`config.mk`:
```
export PLATFORM = sky130hd
export DESIGN_NAME = dcache_top
export DESIGN_NICKNAME = d
export VERILOG_FILES = /design/src/rtl/dcache_pkg.sv /design/src/rtl/dcache_top.sv /design/src/rtl/dcache_ctrl.sv /design/src/rtl/dcache_data_array.sv /design/src/rtl/dcache_tag_array.sv
export VERILOG_INCLUDE_DIRS = /design/src /design/src/rtl
export SDC_FILE = /design/constraint.sdc
export NUM_CORES = 2
export LEC_CHECK = 0
export BUFFER_PORTS_ARGS = -buffer_cell sky130_fd_sc_hd__buf_2
export CORE_ASPECT_RATIO = 1.4
export CORE_MARGIN = 1
export CORE_UTILIZATION = 56
export DETAILED_ROUTE_END_ITERATION = 10
export PLACE_DENSITY = 0.8
export SLEW_MARGIN = 30
export SYNTH_ARGS = -nofsm -noshare
export SYNTH_HDL_FRONTEND = slang
export SYNTH_SLANG_ARGS = --single-unit
```
`constraint.sdc`:
```
create_clock -name clk -period 7.4 [get_ports clk]
set_clock_uncertainty 0.15 [all_clocks]
set_input_delay 0.37 -clock clk [delete_from_list [all_inputs] [get_ports clk]]
set_output_delay 0.37 -clock clk [all_outputs]
set_load 0.02 [all_outputs]
```
`src/rtl/dcache_defines.svh`:
```
// width and size macros for the data cache
`ifndef DCACHE_DEFINES_SVH
`define DCACHE_DEFINES_SVH

// processor side, one 32-bit word per access
`define DC_WORD_W   32
`define DC_ADDR_W   30

// memory side, whole lines only
`define DC_LINE_W   128
`define DC_LADDR_W  28

// word address split, top down: tag | set | offset
`define DC_OFS_W    2
`define DC_SET_W    2
`define DC_TAG_W    26

// two ways of this many sets
`define DC_SETS     4

`endif
```
`src/rtl/dcache_pkg.sv`:
```
// controller state enum and processor / memory request structs for the data cache
`include "dcache_defines.svh"

package dcache_pkg;

	// ------------------------------------------------------------------------
	// controller states
	// ------------------------------------------------------------------------
	// compare-tag is also the state out of reset
	typedef enum logic [1:0] {
		ST_COMPARE    = 2'd0,
		ST_WRITE_BACK = 2'd1,
		ST_ALLOCATE   = 2'd2
	} dc_state_t;

	// ------------------------------------------------------------------------
	// request structs
	// ------------------------------------------------------------------------
	// processor request, held stable while stalled
	typedef struct packed {
		logic                  read;
		logic                  write;
		logic [`DC_ADDR_W-1:0] addr;
		logic [`DC_WORD_W-1:0] wdata;
	} dc_proc_req_t;

	// memory request, line granular
	typedef struct packed {
		logic                   read;
		logic                   write;
		logic [`DC_LADDR_W-1:0] addr;
		logic [`DC_LINE_W-1:0]  wdata;
	} dc_mem_req_t;

endpackage

```
`src/rtl/dcache_top.sv`:
```
// data cache top level joining controller, tag array and data array
`timescale 1ns/1ps
`include "dcache_defines.svh"

module dcache_top (
	input  logic                      clk,
	input  logic                      proc_reset,
	input  dcache_pkg::dc_proc_req_t  proc_req,
	output logic [`DC_WORD_W-1:0]     proc_rdata,
	output logic                      proc_stall,
	output dcache_pkg::dc_mem_req_t   mem_req,
	input  logic [`DC_LINE_W-1:0]     mem_rdata,
	input  logic                      mem_ready
);

	// lookup results from the tag array
	logic                 hit;
	logic                 hit_way;
	logic                 victim_way;
	logic                 victim_dirty;
	logic [`DC_TAG_W-1:0] victim_tag;

	// victim data for write-back
	logic [`DC_LINE_W-1:0] victim_line;

	// update strobes from the controller
	logic word_we;
	logic fill_we;

	// ------------------------------------------------------------------------
	// miss FSM
	// ------------------------------------------------------------------------
	dcache_ctrl ctrl_i (
		.clk          (clk),
		.proc_reset   (proc_reset),
		.proc_req     (proc_req),
		.hit          (hit),
		.victim_dirty (victim_dirty),
		.victim_tag   (victim_tag),
		.victim_line  (victim_line),
		.mem_ready    (mem_ready),
		.proc_stall   (proc_stall),
		.mem_req      (mem_req),
		.word_we      (word_we),
		.fill_we      (fill_we)
	);

	// tags, valid, dirty and victim pointer
	dcache_tag_array tag_i (
		.clk          (clk),
		.proc_reset   (proc_reset),
		.proc_req     (proc_req),
		.word_we      (word_we),
		.fill_we      (fill_we),
		.hit          (hit),
		.hit_way      (hit_way),
		.victim_way   (victim_way),
		.victim_dirty (victim_dirty),
		.victim_tag   (victim_tag)
	);

	// line storage, read word goes straight out
	dcache_data_array data_i (
		.clk          (clk),
		.proc_reset   (proc_reset),
		.proc_req     (proc_req),
		.hit_way      (hit_way),
		.victim_way   (victim_way),
		.word_we      (word_we),
		.fill_we      (fill_we),
		.mem_rdata    (mem_rdata),
		.rdata        (proc_rdata),
		.victim_line  (victim_line)
	);

endmodule

```
`src/rtl/dcache_ctrl.sv`:
```
// miss-handling FSM driving stall, memory requests and array update strobes
`timescale 1ns/1ps
`include "dcache_defines.svh"

module dcache_ctrl (
	input  logic                      clk,
	input  logic                      proc_reset,
	input  dcache_pkg::dc_proc_req_t  proc_req,
	input  logic                      hit,
	input  logic                      victim_dirty,
	input  logic [`DC_TAG_W-1:0]      victim_tag,
	input  logic [`DC_LINE_W-1:0]     victim_line,
	input  logic                      mem_ready,
	output logic                      proc_stall,
	output dcache_pkg::dc_mem_req_t   mem_req,
	output logic                      word_we,
	output logic                      fill_we
);

	import dcache_pkg::*;

	dc_state_t state;
	dc_state_t state_nxt;

	// request decode
	logic                 req_valid;
	logic                 miss;
	logic [`DC_SET_W-1:0] set_idx;

	assign req_valid = proc_req.read | proc_req.write;
	assign miss      = req_valid & ~hit;
	assign set_idx   = proc_req.addr[`DC_OFS_W +: `DC_SET_W];

	// ------------------------------------------------------------------------
	// next state and outputs
	// ------------------------------------------------------------------------
	always_comb begin
		state_nxt  = state;
		proc_stall = 1'b0;
		mem_req    = '0;
		word_we    = 1'b0;
		fill_we    = 1'b0;

		case (state)
			ST_COMPARE: begin
				// stall in the same cycle as the miss
				proc_stall = miss;
				// write hit updates the word at the next edge
				word_we    = proc_req.write & hit;
				if (miss) begin
					// dirty victim must go out first
					state_nxt = victim_dirty ? ST_WRITE_BACK : ST_ALLOCATE;
				end
			end

			ST_WRITE_BACK: begin
				proc_stall    = 1'b1;
				mem_req.write = 1'b1;
				// victim line address rebuilt from its tag and this set
				mem_req.addr  = {victim_tag, set_idx};
				mem_req.wdata = victim_line;
				if (mem_ready) begin
					state_nxt = ST_ALLOCATE;
				end
			end

			ST_ALLOCATE: begin
				proc_stall   = 1'b1;
				mem_req.read = 1'b1;
				// line address of the pending request
				mem_req.addr = proc_req.addr[`DC_ADDR_W-1:`DC_OFS_W];
				if (mem_ready) begin
					// line valid on mem_rdata this cycle
					fill_we   = 1'b1;
					state_nxt = ST_COMPARE;
				end
			end

			default: begin
				state_nxt = ST_COMPARE;
			end
		endcase
	end

	// ------------------------------------------------------------------------
	// state register
	// ------------------------------------------------------------------------
	always_ff @(posedge clk) begin
		if (proc_reset) begin
			state <= ST_COMPARE;
		end else begin
			state <= state_nxt;
		end
	end

	// one memory direction at a time
	a_mem_rw_excl : assert property (@(posedge clk) disable iff (proc_reset)
		!(mem_req.read && mem_req.write))
		else $error("dcache ctrl: memory read and write together");

	// fill only on a completed read, then back to compare
	a_fill_on_ready : assert property (@(posedge clk) disable iff (proc_reset)
		fill_we |-> (mem_ready && mem_req.read) ##1 (state == ST_COMPARE))
		else $error("dcache ctrl: line fill without memory ready");

endmodule

```
`src/rtl/dcache_data_array.sv`:
```
// data array with line storage per way, word read select, write-hit merge and line fill
`timescale 1ns/1ps
`include "dcache_defines.svh"

module dcache_data_array (
	input  logic                      clk,
	input  logic                      proc_reset,
	input  dcache_pkg::dc_proc_req_t  proc_req,
	input  logic                      hit_way,
	input  logic                      victim_way,
	input  logic                      word_we,
	input  logic                      fill_we,
	input  logic [`DC_LINE_W-1:0]     mem_rdata,
	output logic [`DC_WORD_W-1:0]     rdata,
	output logic [`DC_LINE_W-1:0]     victim_line
);

	// line seen as words, word 0 in the low bits
	typedef logic [`DC_LINE_W/`DC_WORD_W-1:0][`DC_WORD_W-1:0] line_t;

	// request fields
	logic [`DC_SET_W-1:0] set_idx;
	logic [`DC_OFS_W-1:0] ofs;

	// line storage
	line_t lines [2][`DC_SETS];

	assign set_idx = proc_req.addr[`DC_OFS_W +: `DC_SET_W];
	assign ofs     = proc_req.addr[`DC_OFS_W-1:0];

	// ------------------------------------------------------------------------
	// read side
	// ------------------------------------------------------------------------
	// addressed word of the hit way
	assign rdata = lines[hit_way][set_idx][ofs];

	// whole victim line for write-back
	assign victim_line = lines[victim_way][set_idx];

	// ------------------------------------------------------------------------
	// write side, one edge
	// ------------------------------------------------------------------------
	always_ff @(posedge clk) begin
		// no array writes while reset is held
		if (!proc_reset) begin
			if (word_we) begin
				// merge the new word, rest of the line untouched
				lines[hit_way][set_idx][ofs] <= proc_req.wdata;
			end
			if (fill_we) begin
				// refill replaces the victim line
				lines[victim_way][set_idx] <= mem_rdata;
			end
		end
	end

endmodule

```
`src/rtl/dcache_tag_array.sv`:
```
// tag array with valid, dirty and tag per way, victim pointer per set, hit detection
`timescale 1ns/1ps
`include "dcache_defines.svh"

module dcache_tag_array (
	input  logic                      clk,
	input  logic                      proc_reset,
	input  dcache_pkg::dc_proc_req_t  proc_req,
	input  logic                      word_we,
	input  logic                      fill_we,
	output logic                      hit,
	output logic                      hit_way,
	output logic                      victim_way,
	output logic                      victim_dirty,
	output logic [`DC_TAG_W-1:0]      victim_tag
);

	// address fields of the current request
	logic [`DC_SET_W-1:0] set_idx;
	logic [`DC_TAG_W-1:0] req_tag;

	// state bits, way major
	logic [1:0][`DC_SETS-1:0] valid;
	logic [1:0][`DC_SETS-1:0] dirty;
	logic [`DC_SETS-1:0]      victim;

	// tag storage
	logic [`DC_TAG_W-1:0] tags [2][`DC_SETS];

	// per-way match
	logic [1:0] way_hit;

	assign set_idx = proc_req.addr[`DC_OFS_W +: `DC_SET_W];
	assign req_tag = proc_req.addr[`DC_ADDR_W-1 -: `DC_TAG_W];

	// ------------------------------------------------------------------------
	// lookup, zero latency
	// ------------------------------------------------------------------------
	always_comb begin
		for (int w = 0; w < 2; w++) begin
			// invalid ways never match, whatever the tag holds
			way_hit[w] = valid[w][set_idx] && (tags[w][set_idx] == req_tag);
		end
	end

	assign hit     = |way_hit;
	// way 1 index doubles as the way number
	assign hit_way = way_hit[1];

	// victim side for write-back and refill
	assign victim_way   = victim[set_idx];
	assign victim_dirty = valid[victim_way][set_idx] & dirty[victim_way][set_idx];
	assign victim_tag   = tags[victim_way][set_idx];

	// ------------------------------------------------------------------------
	// state update
	// ------------------------------------------------------------------------
	always_ff @(posedge clk) begin
		if (proc_reset) begin
			// all lines invalid and clean, way 0 first to fill
			valid  <= '0;
			dirty  <= '0;
			victim <= '0;
		end else begin
			// write hit marks the line modified
			if (word_we) begin
				dirty[hit_way][set_idx] <= 1'b1;
			end
			// refill lands clean in the victim way
			if (fill_we) begin
				valid[victim_way][set_idx] <= 1'b1;
				dirty[victim_way][set_idx] <= 1'b0;
				// round robin over two ways
				victim[set_idx] <= ~victim[set_idx];
			end
		end
	end

	// tag written on refill only
	always_ff @(posedge clk) begin
		if (fill_we) begin
			tags[victim_way][set_idx] <= req_tag;
		end
	end

	// a refill only ever happens after a miss, so one line per tag and set
	a_single_way_hit : assert property (@(posedge clk) disable iff (proc_reset)
		!(&way_hit))
		else $error("tag array: both ways hit in set %0d", set_idx);

endmodule

```
==> flow_metrics.tcl <==
set metrics [dict create \
    ant_nets 0 \
    cp.required_ps 6880 \
    async_reset_ff_share_pct 0 \
    finalSetupViolations 0 \
    ys_warn_count 0 \
    fillers 6566 \
    synth_cells 3769 \
    ys.flop_type "edfxtp_1" \
    switching_share_pct 23.62 \
    hp-class "in2reg" \
    drive_above_1_share_pct 23.83 \
    rr_worst_depth 10 \
    initial_core_util_pct 56.61 \
    grtUsageTotal_pct 36.90 \
    clkSinkCount 1254 \
    synth_area_per_cell_sq_um 14.80 \
    synth_fp_nets 3968 \
    timing.rr.end "data_i.lines[0][231]" \
    worstMarginPinSlew_ps 1119 \
    critPathLaunch "proc_req[34]" \
    clk_pin_slew_ps 70 \
    dpl.hpwl_um 120500 \
    startpoint_type "input pin" \
    wl_per_cell_um 33.15 \
    num_rows 136 \
    crit_path_end_kind "output pin" \
    grt_pass1_wl_um 260600 \
    vias_per_cell 6.883 \
    clock_latency_ps 740 \
    cts.root.buffer_cell "clkbuf_16" \
    whs_ps -5.564 \
    vias 38546 \
    port_buffers 385 \
    cts_buffers 110 \
    cts_tree "done" \
    drt_pass1_iterations 8 \
    htreeDepth 3 \
    violations "hold timing" \
    nets 4384 \
    syn_to_final_growth_pct 15.00 \
    relSlewSlack_pct 24.71 \
    fp.dieH_um 375.4 \
    cts_setup_buffers 0 \
    die-area_sq_um 100900 \
    max_freq_mhz 165.9 \
    core-area_sq_um 98520 \
    grt_max_degree 138 \
    critical_path_class "in2out" \
    gp_congestion 0.9590 \
    antenna_found_initial 24 \
    cp_max_fo 80 \
    cts_buffer_depth 3 \
    power_density_nw_per_um2 240.8 \
    maxCapViolCount 0 \
    fin_crit_sh_pct 81.43 \
    arrival_ps 5510 \
    die_w_um 268.7 \
    reg2reg_from "ctrl_i.state[0]" \
    hp-start "mem_rdata[28]" \
    tns_ps 0 \
    leakage_uw 0.02260 \
    layout_min_cycle_time_ps 6026 \
    grt_pass1_vias 37370 \
    seqPwrFrac_pct 51.3 \
    status "finished, violations left" \
    netlist_area_sq_um 55780 \
    synth-seq-cells 1254 \
    cp-endpoint "proc_rdata[26]" \
    finish.instance_area_sq_um 64140 \
    p_int_uw 11790 \
    synth-edff-count 1232 \
    finalHoldViolations 16 \
    drc_errors 0 \
    finalWirelength_um 185600 \
    slew_violations 0 \
    ff2ff_setup_slack_ps 2180 \
    synth_seq_area_share_pct 67.12 \
    p_switching_uw 3647 \
    drtIter0Drc 5845 \
    placed_area_sq_um 59300 \
    rsz0062_at_grt "no" \
    synth_cell_types 76 \
    io_pins 386 \
    grt_overflow 0 \
    ir_drop_mv 0.2238 \
    pwr-share-clk_pct 39.8 \
    pwr-share-comb_pct 8.8 \
]
## layout by cell type, fill, tap and decap left out, drive strengths merged, types with 10 or more instances in the layout
master,count
and2,11
nand4,13
nand2,756
bufinv,19
nand3,95
nor2,165
dfxtp,22
and3,37
o221ai,10
a221oi,23
clkinv,42
o31ai,13
o211a,15
diode,12
nand2b,10
o211ai,28
buf,476
mux2,58
a22oi,23
inv,22
a211oi,19
a21boi,95
dlygate4sd3,93
a31oi,39
o22ai,10
mux4,253
xnor2,47
a311oi,11
edfxtp,1232
nor2b,27
o21ai,88
a21oi,105
mux2i,148
clkbuf,129
nor3,29
## cells by family after synthesis
family                     share of synthesized area [%]
muxes                                              14.07
and+or+nand+nor                                    8.713
buffers and inverters                              2.360
xor gates and xnor gates                          0.7694
AOI/OAI and AO/OA                                  6.885
adders and majority gates                        0.08973
DFF                                                67.12
## state kept, by name, indices dropped and copies added (netlist names)
name / count
tag_i.valid: 8
tag_i.tags: 208
ctrl_i.state: 2
tag_i.dirty: 8
data_i.lines: 1024
tag_i.victim: 4
## how the worst min path moves through the flow
stage	end	slack, ps	cells after the start
6_report	data_i.lines[1][156]	-6	3
5_1_grt	data_i.lines[1][210]	30	3
4_1_cts	data_i.lines[0][338]	0.8	3
3_5_place_dp	tag_i.valid[2]	300	2
2_1_floorplan	tag_i.valid[2]	280	2
3_3_place_gp	tag_i.valid[4]	290	2
## per-layer routing
layer	track usage (%)	vias to the layer above	share of wire, %
li1	-	15385	-
met1	43.80	18856	31
met2	56.82	3505	46
met3	11.42	774	14
met4	26.82	26	8.6
met5	0	-	0.10
## what timing repair did
item,in CTS,in global routing
gates resized for setup,0,0
hold buffers,93,0
endpoints found under the hold margin,714,0
## critical path, cell delays in order
cell and delay, ps:
buf_8 560, mux4_2 620, xnor2_1 260, nand4_1 150, nor3_1 500, and4_4 900
nor2_1 400, a221o_1 440, a221oi_1 730, o31ai_1 200, buf_2 210
## layout make-up
class                   count  area, sq um  share of cell area, %
clock inverters            75        973.4                  1.518
flip-flops and latches   1254        37440                  58.36
well taps                1311         1640                  2.557
inverters                  17        66.31                 0.1034
multi-input cells        2233        17400                  27.12
diodes                     12        30.03                0.04682
repair buffers            569         3716                  5.794
clock buffers             129         2884                  4.496
## cell usage after synthesis, drive strengths merged, types with 58 or more instances
cell	count	area, sq um
a21oi	105	525.5
nand2	756	2838
mux2	58	653.1
mux4	253	5698
buf	155	839.6
a21boi	95	713.2
clkbuf	110	412.9
o21ai	88	440.4
mux2i	148	1494
nand3	95	475.5
nor2	165	619.3
edfxtp	1232	37000
## stage by stage
step	std cells	hold WS (ps)	util, %	power (uW)	setup slack, ps
after floorplan	3769	284.8	-	8809	2455
after global placement	5289	295.0	60.13	9319	1593
after detailed placement	5291	304.3	60.19	9349	1653
after CTS	5588	0.7842	65.05	15370	1618
after global routing	5590	27.69	65.08	15710	1247
final	5600	-5.564	65.10	15440	1374
## power by group through the flow
stage               clock network, uW  logic, uW  registers, uW
floorplan                           0        735           8070
global placement                    0       1240           8080
detailed placement                  0       1270           8080
CTS                              6120       1310           7930
global route                     6370       1410           7930
finish                           6150       1370           7930
(Power assumes the default switching activity.)
